===== config.mk =====
export PLATFORM = sky130hd
export DESIGN_NAME = tcp_byte_serializer
export DESIGN_NICKNAME = d
export VERILOG_FILES = /design/src/verilog/tcp_tx_pkg.sv /design/src/verilog/tcp_byte_serializer.sv
export VERILOG_INCLUDE_DIRS = /design/src /design/src/verilog
export SDC_FILE = /design/constraint.sdc
export NUM_CORES = 1
export LEC_CHECK = 0
export BUFFER_PORTS_ARGS = -buffer_cell sky130_fd_sc_hd__buf_4
export CAP_MARGIN = 5
export CORE_AREA = 3 3 385 387
export DETAILED_ROUTE_END_ITERATION = 8
export DIE_AREA = 0 0 388 390
export GPL_TIMING_DRIVEN = 0
export PLACE_DENSITY = 0.58
export SYNTH_ARGS = -nofsm -noshare
export SYNTH_HDL_FRONTEND = slang
export SYNTH_SLANG_ARGS = --single-unit
export TNS_END_PERCENT = 30

===== constraint.sdc =====
create_clock -name clk -period 15.3 [get_ports clk]
set_input_delay 3.825 -clock clk [delete_from_list [all_inputs] [get_ports clk]]
set_output_delay 3.825 -clock clk [all_outputs]
set_load 0.005 [all_outputs]

===== src/verilog/tcp_tx_settings.svh =====
`ifndef TCP_TX_SETTINGS_SVH
`define TCP_TX_SETTINGS_SVH

// bytes the downstream takes before credit comes back
`define TX_CREDITS 4

// packed option area in 32-bit words
`define OPT_MAX_WORDS 10

// prototype words walked by the packer
`define OPT_SLOTS 15

`define SACK_MAX_BLOCKS 4

// payload address in the request and on the serializer read port
`define PAYLOAD_ADDR_W 16

// default depth of the payload RAM as an address width
`define PAYLOAD_AW_DEFAULT 10

`endif


===== src/verilog/tcp_tx_pkg.sv =====
`include "tcp_tx_settings.svh"

package tcp_tx_pkg;

    // option kind bytes as they go on the wire
    localparam logic [7:0] TCP_OPT_NOP       = 8'd1;
    localparam logic [7:0] TCP_OPT_MSS       = 8'd2;
    localparam logic [7:0] TCP_OPT_WIN       = 8'd3;
    localparam logic [7:0] TCP_OPT_SACK_PERM = 8'd4;
    localparam logic [7:0] TCP_OPT_SACK      = 8'd5;
    localparam logic [7:0] TCP_OPT_TS        = 8'd8;

    // fixed header, offset and checksum filled in later
    typedef struct packed {
        logic [15:0] src_port;
        logic [15:0] dst_port;
        logic [31:0] seq_num;
        logic [31:0] ack_num;
        logic [8:0]  flags;     // ns down to fin
        logic [15:0] win_size;
        logic [15:0] urg_ptr;
    } tcp_hdr_t;

    typedef struct packed {
        logic [31:0] left;
        logic [31:0] right;
    } tcp_sack_blk_t;

    typedef struct packed {
        logic                                  mss_pres;
        logic [15:0]                           mss;
        logic                                  win_pres;
        logic [7:0]                            win_scale;
        logic                                  sack_perm_pres;
        logic                                  sack_pres;
        logic [0:`SACK_MAX_BLOCKS-1]           blk_pres;   // per block
        tcp_sack_blk_t [0:`SACK_MAX_BLOCKS-1]  blk;
        logic                                  ts_pres;
        logic [31:0]                           ts_val;
        logic [31:0]                           ts_ecr;
    } tcp_opt_t;

    typedef struct packed {
        logic [31:0]                src_ip;
        logic [31:0]                dst_ip;
        tcp_hdr_t                   hdr;
        tcp_opt_t                   opt;
        logic [15:0]                payload_len;
        logic [31:0]                payload_chsum;   // supplied by requester
        logic [`PAYLOAD_ADDR_W-1:0] payload_addr;
    } tcp_tx_req_t;

    // decode output, word 0 goes out first
    typedef struct packed {
        tcp_tx_req_t                       req;
        logic [0:`OPT_MAX_WORDS-1][31:0]   opt_words;
        logic [3:0]                        opt_cnt;
        logic [3:0]                        data_offset;
    } tcp_seg_t;

    typedef struct packed {
        logic [7:0] data;
        logic       sof;
        logic       eof;
    } tcp_byte_t;

endpackage


===== src/verilog/tcp_byte_serializer.sv =====
`include "tcp_tx_settings.svh"

module tcp_byte_serializer (
    input  logic                       clk,
    input  logic                       fsm_rst,
    input  tcp_tx_pkg::tcp_seg_t       seg,
    input  logic                       seg_v,
    input  logic [15:0]                chsum,
    input  logic                       chsum_v,
    input  logic                       credit_ret,
    output tcp_tx_pkg::tcp_byte_t      tx,
    output logic                       tx_v,
    output logic                       seg_done,
    output logic [`PAYLOAD_ADDR_W-1:0] rd_addr,
    input  logic [7:0]                 rd_data
);

    localparam int HDR_BYTES = 20 + 4 * `OPT_MAX_WORDS;
    localparam int CW        = $clog2(`TX_CREDITS + 1);

    tcp_tx_pkg::tcp_seg_t           seg_q;
    logic [0:HDR_BYTES-1][7:0]      hdr_sr;
    logic [`PAYLOAD_ADDR_W-1:0]     ptr;       // next payload byte
    logic [16:0]                    byte_cnt, total_len;
    logic [5:0]                     hdr_len;
    logic [CW-1:0]                  credits;
    logic [CW:0]                    avail;
    logic                           active, send, is_hdr, last;

    assign hdr_len   = {seg_q.data_offset, 2'b00};
    assign total_len = {11'd0, hdr_len} + {1'b0, seg_q.req.payload_len};
    assign is_hdr    = byte_cnt < {11'd0, hdr_len};
    assign last      = byte_cnt == total_len - 17'd1;

    // credit left after this cycle, a same-cycle return counts
    assign avail = {1'b0, credits} + (CW + 1)'(credit_ret) - (CW + 1)'(tx_v);
    assign send  = active && (avail != '0);

    // read one byte ahead, held while stalled
    assign rd_addr = (send && !is_hdr) ? ptr + 1'b1 : ptr;

    always_ff @(posedge clk) begin
        if (seg_v) seg_q <= seg;               // held until the next segment
        if (fsm_rst) begin
            active   <= 1'b0;
            tx_v     <= 1'b0;
            tx.sof   <= 1'b0;
            tx.eof   <= 1'b0;
            seg_done <= 1'b0;
            byte_cnt <= '0;
            ptr      <= '0;
            credits  <= CW'(`TX_CREDITS);
        end else begin
            credits  <= avail[CW-1:0];
            tx_v     <= send;
            tx.sof   <= send && (byte_cnt == '0);
            tx.eof   <= send && last;
            seg_done <= send && last;
            if (chsum_v) begin                 // header bytes in wire order
                active            <= 1'b1;
                byte_cnt          <= '0;
                ptr               <= seg_q.req.payload_addr;
                hdr_sr[0:1]       <= seg_q.req.hdr.src_port;
                hdr_sr[2:3]       <= seg_q.req.hdr.dst_port;
                hdr_sr[4:7]       <= seg_q.req.hdr.seq_num;
                hdr_sr[8:11]      <= seg_q.req.hdr.ack_num;
                hdr_sr[12]        <= {seg_q.data_offset, 3'b000, seg_q.req.hdr.flags[8]};
                hdr_sr[13]        <= seg_q.req.hdr.flags[7:0];
                hdr_sr[14:15]     <= seg_q.req.hdr.win_size;
                hdr_sr[16:17]     <= chsum;
                hdr_sr[18:19]     <= seg_q.req.hdr.urg_ptr;
                hdr_sr[20:HDR_BYTES-1] <= seg_q.opt_words;
            end else if (send) begin
                byte_cnt <= byte_cnt + 17'd1;
                if (is_hdr) begin
                    tx.data <= hdr_sr[0];
                    hdr_sr[0:HDR_BYTES-2] <= hdr_sr[1:HDR_BYTES-1];
                end else begin
                    tx.data <= rd_data;        // fetched on the previous beat
                    ptr     <= ptr + 1'b1;
                end
                if (last) active <= 1'b0;
            end
        end
    end

endmodule


Yosys cells after proc, flatten, opt, wreduce, memory -nomap -nowiden
Index checks and enable logic that the tools add are counted.
{"block": "op_classes", "add_sub_neg": 6, "order_cmp": 1, "eq_ne": 2, "muxes": 11, "bitwise_logic": 2, "reduce_logical": 16}
{"operator": "$mux W472", "n": 3}
{"operator": "$mux W16", "n": 4}
{"operator": "$add A17 B1 Y17 const B", "n": 1}
{"operator": "$add A6 B16 Y17", "n": 1}
{"operator": "$eq A17 B17 Y1", "n": 1}
{"operator": "$logic_not A17 Y1", "n": 1}
{"operator": "$lt A17 B6 Y1", "n": 1}
{"operator": "$sub A17 B1 Y17 const B", "n": 1}
{"operator": "$add A16 B1 Y16 const B", "n": 1}
{"operator": "$mux W8", "n": 1}
{"operator": "$reduce_and A2 Y1", "n": 3}
{"operator": "$reduce_and A3 Y1", "n": 2}
{"operator": "$reduce_bool A2 Y1", "n": 3}
{"operator": "$add A3 B1 Y4", "n": 1}
{"operator": "$logic_and A1 B1 Y1", "n": 4}
{"operator": "$reduce_bool A4 Y1", "n": 1}
{"operator": "$sub A4 B1 Y4", "n": 1}
{"operator": "$mux W1", "n": 3}
{"operator": "$ne A2 B2 Y1 const B", "n": 1}
{"operator": "$not A1 Y1", "n": 2}
{"operator": "$reduce_or A2 Y1", "n": 1}
{"operator": "$logic_not A1 Y1", "n": 1}
{"block": "totals", "reg_bits": 1021, "input_bits": 975}

Depth between registers and ports, before layout
Gate-level depths: netlist (run 1).
{"block": "logic_depth", "depth_word": 6, "depth_mapped": 14, "depth_no_buf": 13}

Least setup slack after synthesis (run 1)
Ideal clock, no wire load.
{"block": "synth_timing", "kind": "input -> register", "start": "input credit_ret", "end": "register hdr_sr[100] in the netlist's numbering (enable)", "setup_ps": 3387, "arrival_ps": 12974, "required_time_ps": 11913, "slack_ps": -1061, "cell_stages": 10, "path_buffers": 1, "path_cell_list": "ha_1 > inv_1 > fa_1 > nand2b_1 > o41a_1 > buf_2 > nand2_1 > inv_1 > nand2_1 > nand2_1"}
{"block": "synth_between", "elab_chain_len": 6}
{"element": "start, declared", "line": "tcp_byte_serializer.sv:10", "source": "input logic credit_ret,"}
{"element": "$add A3 B1 Y4", "line": "tcp_byte_serializer.sv:36", "source": "assign avail = {1'b0, credits} + (CW + 1)'(credit_ret) - (CW + 1)'(tx_v);"}
{"element": "$sub A4 B1 Y4", "line": "tcp_byte_serializer.sv:36"}
{"element": "$reduce_bool A4 Y1", "line": "tcp_byte_serializer.sv:37", "source": "assign send = active && (avail != '0);"}
{"element": "$logic_and A1 B1 Y1", "line": "tcp_byte_serializer.sv:37"}
{"element": "$reduce_bool A2 Y1 (no line)"}
{"element": "$reduce_and A3 Y1 (no line)"}
{"element": "end signal, assigned by index", "line": "tcp_byte_serializer.sv:72", "source": "hdr_sr[20:HDR_BYTES-1] <= seg_q.opt_words;"}
{"element": "end signal, assigned by index", "line": "tcp_byte_serializer.sv:77", "source": "hdr_sr[0:HDR_BYTES-2] <= hdr_sr[1:HDR_BYTES-1];"}
{"element": "end, declared", "line": "tcp_byte_serializer.sv:22", "source": "logic [0:HDR_BYTES-1][7:0] hdr_sr;"}
No other way between the ends.
A chain may end at the register's enable or synchronous reset.

Worst setup path after layout (run 1)
{"block": "layout_timing", "start": "input credit_ret", "end": "output rd_addr[15]"}
{"block": "layout_between", "elab_chain_len": 6}
{"element": "$add A3 B1 Y4", "line": "tcp_byte_serializer.sv:36"}
{"element": "$sub A4 B1 Y4", "line": "tcp_byte_serializer.sv:36"}
{"element": "$reduce_bool A4 Y1", "line": "tcp_byte_serializer.sv:37"}
{"element": "$logic_and A1 B1 Y1", "line": "tcp_byte_serializer.sv:37"}
{"element": "$logic_and A1 B1 Y1", "line": "tcp_byte_serializer.sv:40", "source": "assign rd_addr = (send && !is_hdr) ? ptr + 1'b1 : ptr;"}
{"element": "$mux W16", "line": "tcp_byte_serializer.sv:40"}
{"element": "end, declared", "line": "tcp_byte_serializer.sv:14", "source": "output logic [`PAYLOAD_ADDR_W-1:0] rd_addr,"}
No other way between the ends.

==> summary.md, run 1 <==
Across the run, the number of max-cap violations was 0. In this run, the clock network consumes 38.2% of the power. The number of cells on the worst hold path is 0. For the worst setup path, the data arrival time is 6.56 ns. The critical path's largest stage delay is 0.82 ns, and the global-route usage over all layers is 12.9%. STA classifies the critical path endpoint as an output pin. In this run the static leakage power is 17.4 nW.

Dividing the synthesized area by the synthesized cell count gives 19.7 um2. Setup repair after global routing left no endpoint under its margin. Entering global routing, the biggest net connects 112 pins.

The detailed router put a total of 39,300 um of wire on met1. Hold repair after CTS inserted 0 buffers. Setup violations remaining at the end of the flow were counted as 0. Hold is met by 0.420 ns. The worst register-to-register path has a depth of 10. The tools report the reg-to-reg critical path startpoint as hdr_len[3]. In this run the horizontal extent of the chip is 388 um. Once the clock tree was built, the setup fixing pass inserted 0 buffers. The flow ran to the end, and the final reports show no timing, DRC or antenna violations. The run gives 48,100 um as the wire length on met2. Root buffer cell: sky130_fd_sc_hd__clkbuf_16. Dividing total power by cell area gives a power density of 139 mW/mm2. The number of inserted filler cells in the final layout was 13,800; the height of the die was 390 um. TritonCTS built the clock tree. After detailed routing, the number of vias per cell comes to 4.17. The total vias in the final route was 19,400. After the first detailed-routing iteration, the DRC count stood at 1,035.

The number of gates resized after CTS was 0. The library cell used most frequently in the layout, excluding fill and tap cells, is sky130_fd_sc_hd__edfxtp_1. Routability-driven placement finished with a final weighted congestion of 0.801. The critical path is of the in2out type. The number of hold-slack violations in the final timing report is 0, and the share of Yosys cell area claimed by the top area cell type is 76.6%. The count of standard-cell rows was 140. At the placement stage, the worst setup path has a slack of 4.91 ns. In the layout the commonest cells are 981 x sky130_fd_sc_hd__edfxtp_1, 548 x sky130_fd_sc_hd__buf_4, 479 x sky130_fd_sc_hd__mux2_2. For the final database, setup skew stands at 0.0555 ns. The max-slew headroom at the worst pin is 22.8%, and the time the final worst path needs with I/O delays and setup is 10.39 ns. The total placed instance area was 0.0452 mm2.

Summed over all instances, the cell type with the most area after synthesis is sky130_fd_sc_hd__edfxtp_1. Among all flip-flop cells after synthesis, the most frequent one is sky130_fd_sc_hd__edfxtp_1. The part of the total power dissipated in combinational logic was 9.4%. No sink is reached through more buffers than the 3 on the longest clock path.

STA classifies the critical path startpoint as an input pin. Number of nets in the final layout: 3,623. Summed over all nets, the switching power comes to 1.56 mW. The logs give 20,100 for the via count of the first global-routing pass and 0.145 mm2 for the core area. After detailed routing, the total wire length is 99,500 um. The post-synthesis sequential element count was 1,021. Instance count of the mapped netlist: 1,949.

The sequential area share after synthesis was 78.7%. The tools report the startpoint of the worst hold path as seg_q[15]. First-pass GRT wire length: 140,000 um. For this run, the share of the core covered by cells in the final layout is 33.6%. The run gives 9970 um as the detailed route wirelength on metal3.

Internal power of the cells: 5.23 mW. Cells with a size suffix above 1 make up 44.6% of the layout. After detailed routing, the average wire length per cell comes to 21.4 um. The run gives 71,700 um as the half-perimeter wire length after placement. By area the synthesized netlist is led by sky130_fd_sc_hd__edfxtp_1 77%, sky130_fd_sc_hd__mux2_2 14%, sky130_fd_sc_hd__dfxtp_1 2.1%, sky130_fd_sc_hd__ha_1 0.94%, sky130_fd_sc_hd__xor2_1 0.64%. The starting density of the core is 26.5%, and the final design instance area without fill is 0.0488 mm2. The clock slew at the register clock pins of the worst setup and hold paths is 0.06 ns.

The run gives 53 as the initial antenna violation count. The detailed router used layers up to and including met5. The multi-input logic area was 0.00773 mm2. The largest individual stage delay along the critical path comes from the cell sky130_fd_sc_hd__nor4_1. The count of antenna-violating nets left after detailed routing is 0. Class of the tightest hold or removal check: reg2reg.

The first detailed-routing pass took 4 iterations. The clock reaches the later pin of the worst-skew pair after 0.73 ns. For the final critical-path setup slack, the log shows 4.91 ns. The setup check on the worst reg-to-reg path leaves a slack of 10.40 ns. The proportion of total power due to net switching was 23.0%. Input and output buffers added on the ports amount to 547. Boundary pin count: 1,003. In this run, flip-flops and latches consume 52.4% of the power.

For this run the aggregate overflow at the end of global routing stands at 0. For the final number of max-transition violations, the log shows 0. The area taken by flip-flops and latches is 0.0303 mm2. Of all nets on the critical path, the largest fanout is 6. The mapped cell area is 0.0384 mm2, and the level count of the clock H-tree is 3.

The die covers 0.151 mm2. In this run the critical register-to-register path is captured at hdr_sr[106]. For the highest clock rate, the log shows 0.0963 GHz.

The worst hold path terminates at hdr_sr[7]. Counting flops with an async set or reset pin after synthesis yields a share of 0%. Counting the buffers created by CTS gives 110. From synthesis to final layout, the design area changed by 26.9%. Traced cell by cell, the critical path runs through buf_4, ha_1, inv_1, fa_1, xnor2_1, o41ai_4, nor4_1, nand3_1, xnor2_1, buf_4. The post-detailed-route DRC marker count is 0. The number of enable-type register cells in the synthesized netlist is 981, and the net count after synthesis is 2,955. The clock sink total was 1,021; the largest voltage drop on the vdd net was 0.0000947 V. For the count of synthesis-stage warnings from yosys, the log shows 0. Dividing the final minimum period by the clock period gives 67.9%. Synthesis instantiated 58 different standard cells from the library. The transition time at the pin with the least slew margin was 1.16 ns; the worst endpoint required time was 11.48 ns.
kinds of logic after synthesis:
kind of cell	share of synthesized area (%)
XOR/XNOR	1.23
buffers and inverters	1.23
multiplexers	14.1
AO/OA/AOI/OAI	1.59
flip-flops	78.7
AND/OR/NAND/NOR	2.11
adder cells (fa/ha/maj)	1.05
critical path, delay by kind of cell:
kind | cells | cell delay (ns)
XOR/XNOR | 2 | 0.64
adder cells (fa/ha/maj) | 2 | 0.53
AND/OR/NAND/NOR | 2 | 1.02
buffers and inverters | 3 | 0.30
AO/OA/AOI/OAI | 1 | 0.23
cell usage after synthesis (5+ instances only):
cell                       number
sky130_fd_sc_hd__nand2_1       31
sky130_fd_sc_hd__mux2_2       479
sky130_fd_sc_hd__o21ai_0        7
sky130_fd_sc_hd__nand4_1        9
sky130_fd_sc_hd__o21a_1        26
sky130_fd_sc_hd__inv_1         46
sky130_fd_sc_hd__nand3_1       16
sky130_fd_sc_hd__a21oi_1       17
sky130_fd_sc_hd__edfxtp_1     981
sky130_fd_sc_hd__clkbuf_1      62
sky130_fd_sc_hd__nor2b_1        6
sky130_fd_sc_hd__dfxtp_1       40
sky130_fd_sc_hd__nand2b_1       6
sky130_fd_sc_hd__buf_2          5
sky130_fd_sc_hd__nor2_1        45
sky130_fd_sc_hd__ha_1          29
sky130_fd_sc_hd__nor4_1         9
sky130_fd_sc_hd__xnor2_1       26
sky130_fd_sc_hd__nor3_1        10
sky130_fd_sc_hd__xor2_1        28
sky130_fd_sc_hd__and3_1         8
routing by layer:
metal | GRT usage [%] | up-vias
li1 | - | 8969
met1 | 15.0 | 9642
met4 | 3.21 | 42
met3 | 6.12 | 154
met2 | 21.3 | 612
met5 | 0 | -
registers in the layout, summed over array words and instances (netlist names):
register / count
seg_q: 489
hdr_sr: 480
byte_cnt: 17
ptr: 16
tx: 9
hdr_len: 4
credits: 3
active: 1
seg_done: 1
tx_v: 1
area by class of cell:
class | instances | area share, %
buffer | 71 | 0.618
clock inverter | 76 | 1.38
tap | 1917 | 4.92
clock buffer | 132 | 5.81
inverter | 47 | 0.362
sequential | 1021 | 62.0
timing repair buffer | 556 | 8.94
antenna | 26 | 0.133
multi-input combinational | 810 | 15.8
through the flow:
step | std cells | power (mW) | setup TNS, ns
3_3_place_gp | 4413 | 4.35 | -354.30
2_1_floorplan | 1949 | 3.98 | 0
5_1_grt | 4631 | 7.09 | 0
3_5_place_dp | 4422 | 4.28 | 0
6_report | 4656 | 6.80 | 0
4_1_cts | 4630 | 6.91 | 0
worst max path at each step:
| stage | start | to | slack (ns) | depth (start not counted) |
|---|---|---|---|---|
| after detailed placement | credit_ret | rd_addr[15] | 4.91 | 10 |
| after floorplan | credit_ret | hdr_sr[100] | 3.72 | 10 |
| after CTS | credit_ret | rd_addr[15] | 4.92 | 10 |
| final | credit_ret | rd_addr[15] | 4.91 | 10 |
| after global placement | chsum_v | hdr_sr[37] | -0.87 | 5 |
| after global routing | credit_ret | rd_addr[15] | 4.73 | 10 |
power groups by stage:
| stage | Sequential, mW | Clock (mW) | Combinational, mW |
|---|---|---|---|
| finish | 3.56 | 2.60 | 0.640 |
| global route | 3.59 | 2.80 | 0.702 |
| CTS | 3.57 | 2.69 | 0.659 |
| detailed placement | 3.62 | 0 | 0.655 |
| global placement | 3.72 | 0 | 0.628 |
| floorplan | 3.62 | 0 | 0.362 |
Power figures use the tool's default switching activity.
==> run 2, diff against run 1 <==
--- a/config.mk
+++ b/config.mk
@@ -6,13 +6,14 @@
 export SDC_FILE = /design/constraint.sdc
 export NUM_CORES = 1
 export LEC_CHECK = 0
+export ABC_AREA = 1
 export BUFFER_PORTS_ARGS = -buffer_cell sky130_fd_sc_hd__buf_4
 export CAP_MARGIN = 5
-export CORE_AREA = 3 3 385 387
+export CORE_AREA = 3 3 391 393
 export DETAILED_ROUTE_END_ITERATION = 8
-export DIE_AREA = 0 0 388 390
+export DIE_AREA = 0 0 394 396
 export GPL_TIMING_DRIVEN = 0
-export PLACE_DENSITY = 0.58
+export PLACE_DENSITY = 0.56
 export SYNTH_ARGS = -nofsm -noshare
 export SYNTH_HDL_FRONTEND = slang
 export SYNTH_SLANG_ARGS = --single-unit
==> constraint.sdc (replaced) <==
create_clock -name clk -period 10.6 [get_ports clk]
set_input_delay 2.65 -clock clk [delete_from_list [all_inputs] [get_ports clk]]
set_output_delay 2.65 -clock clk [all_outputs]
set_load 0.005 [all_outputs]
==> summary.md, run 2 <==
The flow ran to the end, and the final reports show no timing, DRC or antenna violations. Summed over all nets, wire length on met2 after detailed routing comes to 50,200 um. Summing the areas of all xor and xnor instances in the mapped netlist gives 0.716% of the synthesized area. Once detail routing completed, the nets flagged for antenna violations numbered 0. The run gives 24,500 as the via count of the first global-routing pass. The worst setup path is captured at an output pin.

The height of the die was 396 um; the share of Yosys cell area claimed by the top area cell type was 75.6%. The tools report the buffer depth of the longest clock path as 3. TritonCTS created 114 clock buffers. The tools report the final number of max-transition violations as 0. VDD sags by at most 0.000147 V. Number of setup buffers added after CTS: 0. The total routed wirelength was 109,000 um; the boundary pin count was 1,003.

Setup violations remaining at the end of the flow were counted as 0. Leaving out fill and tap cells, the most frequent cell in the layout is sky130_fd_sc_hd__nand2_1. Power spread over the standard cell area amounts to 203 mW/mm2.

The area fraction in compound gates after synthesis was 1.05%. The tools report the initial antenna violation count as 39. In the layout the commonest cells are 1,605 x sky130_fd_sc_hd__nand2_1, 981 x sky130_fd_sc_hd__edfxtp_1, 549 x sky130_fd_sc_hd__buf_4. On the final layout, the worst clock skew is 0.0858 ns.

Including well taps, the total number of placed cells is 5,715. Across all register-to-register paths, the minimum setup slack is 6.30 ns. The congestion estimate from routability-driven global placement came to 0.841. For this run, the number of Yosys warnings is 0.

The number of iterations in the first detailed-routing pass came out at 5. Data on the critical path is required at its endpoint by 7.95 ns. By count the netlist is led by 1,605 x sky130_fd_sc_hd__nand2_1, 981 x sky130_fd_sc_hd__edfxtp_1, 118 x sky130_fd_sc_hd__inv_1.

Row generation in the floorplan step produced 142 rows. The routed via count divided by cell count was 4.09; the total routed wire length on the met1 layer was 47,200 um. Detailed routing placed a total of 8900 um of wire on met3. The maximum number of pins on one net before global-route repair came out at 122. Type of the worst setup path: in2out. The number of enable-type register cells in the synthesized netlist works out to 981. Gates resized during post-CTS repair numbered 0.

Synthesis instantiated 42 different standard cells from the library. After routing the design area is 0.0502 mm2. The synthesized design spends more area on one cell type than any other, namely sky130_fd_sc_hd__edfxtp_1. The total overflow left after global routing is 0. The total area inside the core boundary comes to 0.150 mm2.

The die covers 0.156 mm2. The growth of design area from synthesis to finish works out to 28.8%. The clock period could shrink to 7.74 ns. For the total vias in the final route, the log shows 24,300. Input and output buffers added on the ports amount to 548. The worst endpoint data arrival time came out at 5.09 ns. Setup repair after global routing left no endpoint under its margin.

The static leakage power is 20.7 nW. By area, the combinational part of the netlist is dominated by simple AND/OR/NAND/NOR gates. After detailed routing, the average wire length per cell comes to 18.3 um. The net count after synthesis came out at 4,132. Before CTS, the worst setup slack after placement is 2.81 ns. Synthesis produced 3,126 cells. The number of nets in the final layout is 4,821.

After Yosys synthesis, full adders, half adders and majority gates account for 1.03% of the synthesized area. More flip-flops sit in one register than any other, and that register is seg_q. Sequential elements use 77.7% of the synthesized area. Headroom to the max-slew limit came out at 33.5%.

Based on the critical path, the design can be clocked at up to 0.129 GHz. Clock latency on the worst-skew pair, taken at its later pin, is 0.74 ns. In this run the mean area of a mapped cell was 12.5 um2.

The detailed router finished its first iteration with 1,684 violations. Cells fill 33.5% of the core in the end. For this design, the CTS-stage hold fixing added 0 buffers. The first global-routing pass estimated 158,000 um of wire.

Dividing the final minimum period by the clock period gives 73.0%. TritonCTS built the clock tree. The setup TNS was 0 ns; the mapped cell area was 0.0390 mm2. The clock net in this run drives a total of 1,021 sinks. The post-detailed-route DRC marker count was 0. The clock slew at the register clock pins of the worst setup and hold paths is 0.05 ns, and the flip-flop count of the largest register, all copies and words added is 489. The level count of the clock H-tree is 3. Sorting the synthesized cells by area gives the leading types as sky130_fd_sc_hd__edfxtp_1 76%, sky130_fd_sc_hd__nand2_1 15%, sky130_fd_sc_hd__dfxtp_1 2.1%, sky130_fd_sc_hd__inv_1 1.1%, sky130_fd_sc_hd__clkbuf_1 1.1%.

The largest registers in the layout are seg_q (489), hdr_sr (480), byte_cnt (17). The cell sitting at the root of the clock tree is a sky130_fd_sc_hd__clkbuf_16. The tools report the startpoint kind of the worst setup timing path as an input pin.

Max-cap violations in this run came to 0. The synthesized netlist devotes 17.2% of its cell area to simple gates. Excluding fillers, the count of instances in the completed layout stands at 5,945. Across every metal layer, demand over resource in global routing totals 13.6%. Highest fanout seen on the critical path: 10. For the pin with the worst max-slew slack, the measured transition is 0.997 ns. The die is 394 um wide. The portion of synthesized area spent on multiplexers is 0%. For this configuration, the core starts out at a cell density of 26.0%. The tools report the final critical-path setup slack as 2.86 ns. Once placement finished, the instance area stood at 0.0463 mm2. The class of the tightest hold or removal check was reg2reg. Synthesis inferred 1,021 register bits.

The detailed router used layers up to and including met5. The tools report the number of hold-slack violations in the final timing report as 0. The half-perimeter wire length after placement was 80,000 um.

The fraction of final layout cells sized beyond drive strength 1 works out to 19.8%. The most frequent cell after synthesis was sky130_fd_sc_hd__nand2_1. In the synthesized netlist the dominant register cell turns out to be sky130_fd_sc_hd__edfxtp_1.

The share of synthesized registers carrying an async set or reset works out to 0%.
[run 2: where the power goes]
part           leakage, nW  internal, mW  switching [mW]
combinational         8.93         0.388           0.613
sequential            9.88          4.99           0.143
clock                 1.88          2.38            1.68
[run 2: layout make-up]
| cell class | instances | area (um2) |
|---|---|---|
| diodes | 21 | 52.6 |
| plain buffers | 116 | 463 |
| clock buffers | 136 | 2980 |
| clock inverters | 73 | 891 |
| fillers | 14800 | 99600 |
| inverters | 122 | 460 |
| multi-input cells | 1867 | 7820 |
| flip-flops and latches | 1021 | 30300 |
| well taps | 2016 | 2520 |
| repair buffers | 573 | 4730 |
[run 2: per-stage QoR]
stage          total power [mW]  hold WS [ns]
6_report                   10.2         0.420
3_3_place_gp               6.29         0.403
2_1_floorplan              5.73         0.400
3_5_place_dp               6.24         0.406
5_1_grt                    10.7         0.428
4_1_cts                    10.4         0.421
[run 2: layer usage]
| layer | vias to the layer above | GRT usage [%] |
|---|---|---|
| li1 | 11900 | - |
| met1 | 11500 | 17.9 |
| met5 | - | 0 |
| met4 | 24 | 3.51 |
| met3 | 161 | 4.48 |
| met2 | 747 | 21.7 |
[run 2: worst paths after layout]
| path | startpoint | end | cells past startpoint |
|---|---|---|---|
| hold / removal | seg_q[9] | hdr_sr[1] | 0 |
| hold reg to reg | seg_q[9] | hdr_sr[1] | 0 |
| setup / recovery | credit_ret | rd_addr[1] | 14 |
| setup reg to reg | tx_v | hdr_sr[206] | 19 |
[run 2: logic make-up after synthesis]
family	count (synthesis)
and+or+nand+nor	1736
DFF	1021
buffers and inverters	238
AOI/OAI and AO/OA	69
xor gates and xnor gates	31
adders and majority gates	31
[run 2: worst max-delay path, stage by stage]
cell and delay (ns):
sky130_fd_sc_hd__buf_4 0.10, sky130_fd_sc_hd__ha_4 0.12, sky130_fd_sc_hd__inv_2 0.04, sky130_fd_sc_hd__fa_2 0.34
sky130_fd_sc_hd__xnor2_1 0.20, sky130_fd_sc_hd__nor2_1 0.08, sky130_fd_sc_hd__nand3_2 0.10, sky130_fd_sc_hd__nand2_4 0.10
sky130_fd_sc_hd__inv_4 0.08, sky130_fd_sc_hd__nand2_4 0.08, sky130_fd_sc_hd__buf_6 0.16, sky130_fd_sc_hd__o21ai_0 0.70
sky130_fd_sc_hd__inv_1 0.15, sky130_fd_sc_hd__buf_4 0.18
==> run 3, diff against run 2 <==
--- a/config.mk
+++ b/config.mk
@@ -9,11 +9,11 @@
 export ABC_AREA = 1
 export BUFFER_PORTS_ARGS = -buffer_cell sky130_fd_sc_hd__buf_4
 export CAP_MARGIN = 5
-export CORE_AREA = 3 3 391 393
+export CORE_AREA = 3 3 387 389
 export DETAILED_ROUTE_END_ITERATION = 8
-export DIE_AREA = 0 0 394 396
+export DIE_AREA = 0 0 390 392
 export GPL_TIMING_DRIVEN = 0
-export PLACE_DENSITY = 0.56
+export PLACE_DENSITY = 0.58
 export SYNTH_ARGS = -nofsm -noshare
 export SYNTH_HDL_FRONTEND = slang
 export SYNTH_SLANG_ARGS = --single-unit
==> constraint.sdc (replaced) <==
create_clock -name clk -period 6.9 [get_ports clk]
set_input_delay 1.725 -clock clk [delete_from_list [all_inputs] [get_ports clk]]
set_output_delay 1.725 -clock clk [all_outputs]
set_load 0.005 [all_outputs]
==> summary.md, run 3 (synthesis gave the netlist of run 2 again) <==
Flip-flop count of the largest register, all copies and words added: 489. The most critical setup path has its startpoint at credit_ret. The maximum number of pins on one net before global-route repair was 116. For this run, the total global-route usage over all layers was measured as 13.5%.

The final critical path takes up 84.5% of the cycle. In this run the most critical hold path is launched from seg_q[12]. The number of CTS-inserted buffers is 112. The tools report the startpoint kind of the worst setup timing path as an input pin.

For this run, the top clock speed supported by timing is 0.172 GHz. More flip-flops sit in one register than any other, and that register is seg_q. The overall power was 15.4 mW.

Row generation in the floorplan step produced 141 rows. In this run the power density over the cells is 310 mW/mm2. The clock net in this run drives a total of 1,021 sinks. The logs give 45,800 um for the total routed wire length on the met1 layer and 20.6 nW for the static leakage power. The tools report the final number of max-transition violations as 0. The total vias in the final route is 24,200, and the violation count after the first detailed-routing iteration is 1,721.

The root buffer cell was sky130_fd_sc_hd__clkbuf_16. In this run, flip-flops and latches consume 51.0% of the power. The logs give 106,000 um for the total routed wirelength and 5.18 ns for the worst endpoint required time. At the end of routability-driven placement, the weighted congestion stood at 0.865. CTS built an H-tree with a depth of 3.

In the layout the commonest cells are 1,605 x sky130_fd_sc_hd__nand2_1, 981 x sky130_fd_sc_hd__edfxtp_1, 549 x sky130_fd_sc_hd__buf_4. The number of hold-slack violations in the final timing report is 0, and the count of input and output buffers is 548. Compared with the post-synthesis result, the final layout area differs by 27.9%.

Transition time at the pin with the least slew margin: 1.20 ns. Most common library cell in the layout ignoring fill and taps: sky130_fd_sc_hd__nand2_1. The switching power is 3.71 mW, and the die footprint is 0.153 mm2. The first global-routing pass estimated 152,000 um of wire.

Class of the tightest hold or removal check: reg2reg. Post-detailed-route DRC marker count: 0. Setup violations remaining at the end of the flow were counted as 0. Wire segments on met2 add up to 49,000 um in the final route. The fraction of final layout cells sized beyond drive strength 1 is 19.7%.

The tool flagged a number of max-cap violations equal to 0. The worst setup slack for register-to-register paths is 2.90 ns. The tools report the initial antenna violation count as 35. The region available for standard cell placement spans 0.147 mm2. STA classifies the critical path endpoint as an output pin. Max-slew headroom at the worst pin: 20.2%.

For the worst endpoint data arrival time, the log shows 4.11 ns. TritonCTS built the clock tree. The proportion of total power due to net switching came out at 24.0%. The largest registers in the layout are seg_q (489), hdr_sr (480), byte_cnt (17).

The logs give 0 for the number of setup buffers added after CTS and 8660 um for the detailed route wirelength on metal3. The detail route stage leaves a number of antenna-violating nets equal to 0. In the final routed layout, each cell accounts on average for 18.2 um. The internal power of the cells is 11.7 mW, and the routed via count divided by cell count is 4.14. The logs give 0 for the number of gates resized after CTS and 0.73 ns for the source-to-sink clock delay at the later pin of the worst-skew pair.

The number of buffers inserted by hold repair at cts was 0; the height of the die was 392 um. In this run the deepest clock path goes through 3 buffers. The via count of the first global-routing pass was 23,900. The run gives 5 as the number of iterations in the first detailed-routing pass. The number of nets in the final layout was 4,817; the time the final worst path needs with I/O delays and setup was 5.83 ns.

The boundary pin count is 1,003, and the worst setup skew after layout is 0.0549 ns. Setup repair after global routing left no endpoint under its margin. Detailed placement ended at an HPWL of 78,100 um. Setup total negative slack on the finished layout was measured at 0 ns. For this configuration, the core starts out at a cell density of 26.5%. Across the VDD grid, the largest voltage drop is 0.000226 V.

Per report_power, the combinational group accounts for 9.7% of the total. The critical path is of the in2out type. In this run the critical register-to-register path is launched from tx_v. The run finished with clean final reports.

In this run the worst path has a maximum fanout of 5. The highest metal layer with signal wires is met5. The clock slew at the register clock pins of the worst setup and hold paths was 0.06 ns; the die extent in x was 390 um.

The aggregate global routing overflow was 0; the share of power burned in the clock network was 39.3%.
-- run 3: changes by cell type in the layout (fill, tap and decap cells not counted), sizes merged --
cell	previous run	this run
buf	579	577
bufinv	15	13
clkbuf	246	240
clkinv	47	50
clkinvlp	3	6
diode	21	17
inv	130	127
-- run 3: area by class of cell --
type / instances / area (um2)
fillers: 14500 / 97300
flip-flops and latches: 1021 / 30300
multi-input cells: 1867 / 7820
repair buffers: 571 / 4630
clock buffers: 130 / 2870
well taps: 1930 / 2410
clock inverters: 74 / 882
plain buffers: 116 / 463
inverters: 122 / 460
diodes: 17 / 42.5
-- run 3: final timing paths --
kind                                     to  depth (start not counted)
worst max-delay path             rd_addr[5]                         14
worst max register to register  hdr_sr[182]                         18
worst min-delay path              hdr_sr[4]                          0
worst min register to register    hdr_sr[4]                          0
-- run 3: power groups by stage --
stage,clock [mW],sequential [mW],combinational [mW]
global route,6.50,7.94,1.69
global placement,0,8.23,1.40
detailed placement,0,8.01,1.53
floorplan,0,8.05,0.759
finish,6.07,7.88,1.49
CTS,6.27,7.89,1.54
-- run 3: worst max-delay path: stages --
cell and delay, ns:
sky130_fd_sc_hd__buf_4 0.14, sky130_fd_sc_hd__ha_4 0.15, sky130_fd_sc_hd__inv_2 0.04, sky130_fd_sc_hd__fa_2 0.34
sky130_fd_sc_hd__xnor2_1 0.18, sky130_fd_sc_hd__nor2_1 0.08, sky130_fd_sc_hd__nand3_2 0.08, sky130_fd_sc_hd__nand2_4 0.10
sky130_fd_sc_hd__inv_4 0.08, sky130_fd_sc_hd__nand2_4 0.06, sky130_fd_sc_hd__nor2_1 0.49, sky130_fd_sc_hd__nand2_1 0.13
sky130_fd_sc_hd__xor2_1 0.32, sky130_fd_sc_hd__buf_4 0.18
-- run 3: stage by stage --
stage / cells / worst slack, ns / hold slack (ns) / utilization [%] / instance area (um2)
finish: 5848 / 1.07 / 0.425 / 33.9 / 49800
global route: 5832 / 0.939 / 0.440 / 33.9 / 49800
floorplan: 3126 / -3.95 / 0.400 / - / 39000
detailed placement: 5627 / 0.821 / 0.408 / 31.3 / 46100
global placement: 5604 / -8.45 / 0.404 / 30.9 / 45500
CTS: 5831 / 1.08 / 0.424 / 33.8 / 49800
-- run 3: routing by layer --
metal / up-vias / GRT usage (%)
li1: 11900 / -
met1: 11300 / 17.8
met2: 776 / 21.6
met3: 163 / 3.99
met4: 22 / 4.09
met5: - / 0
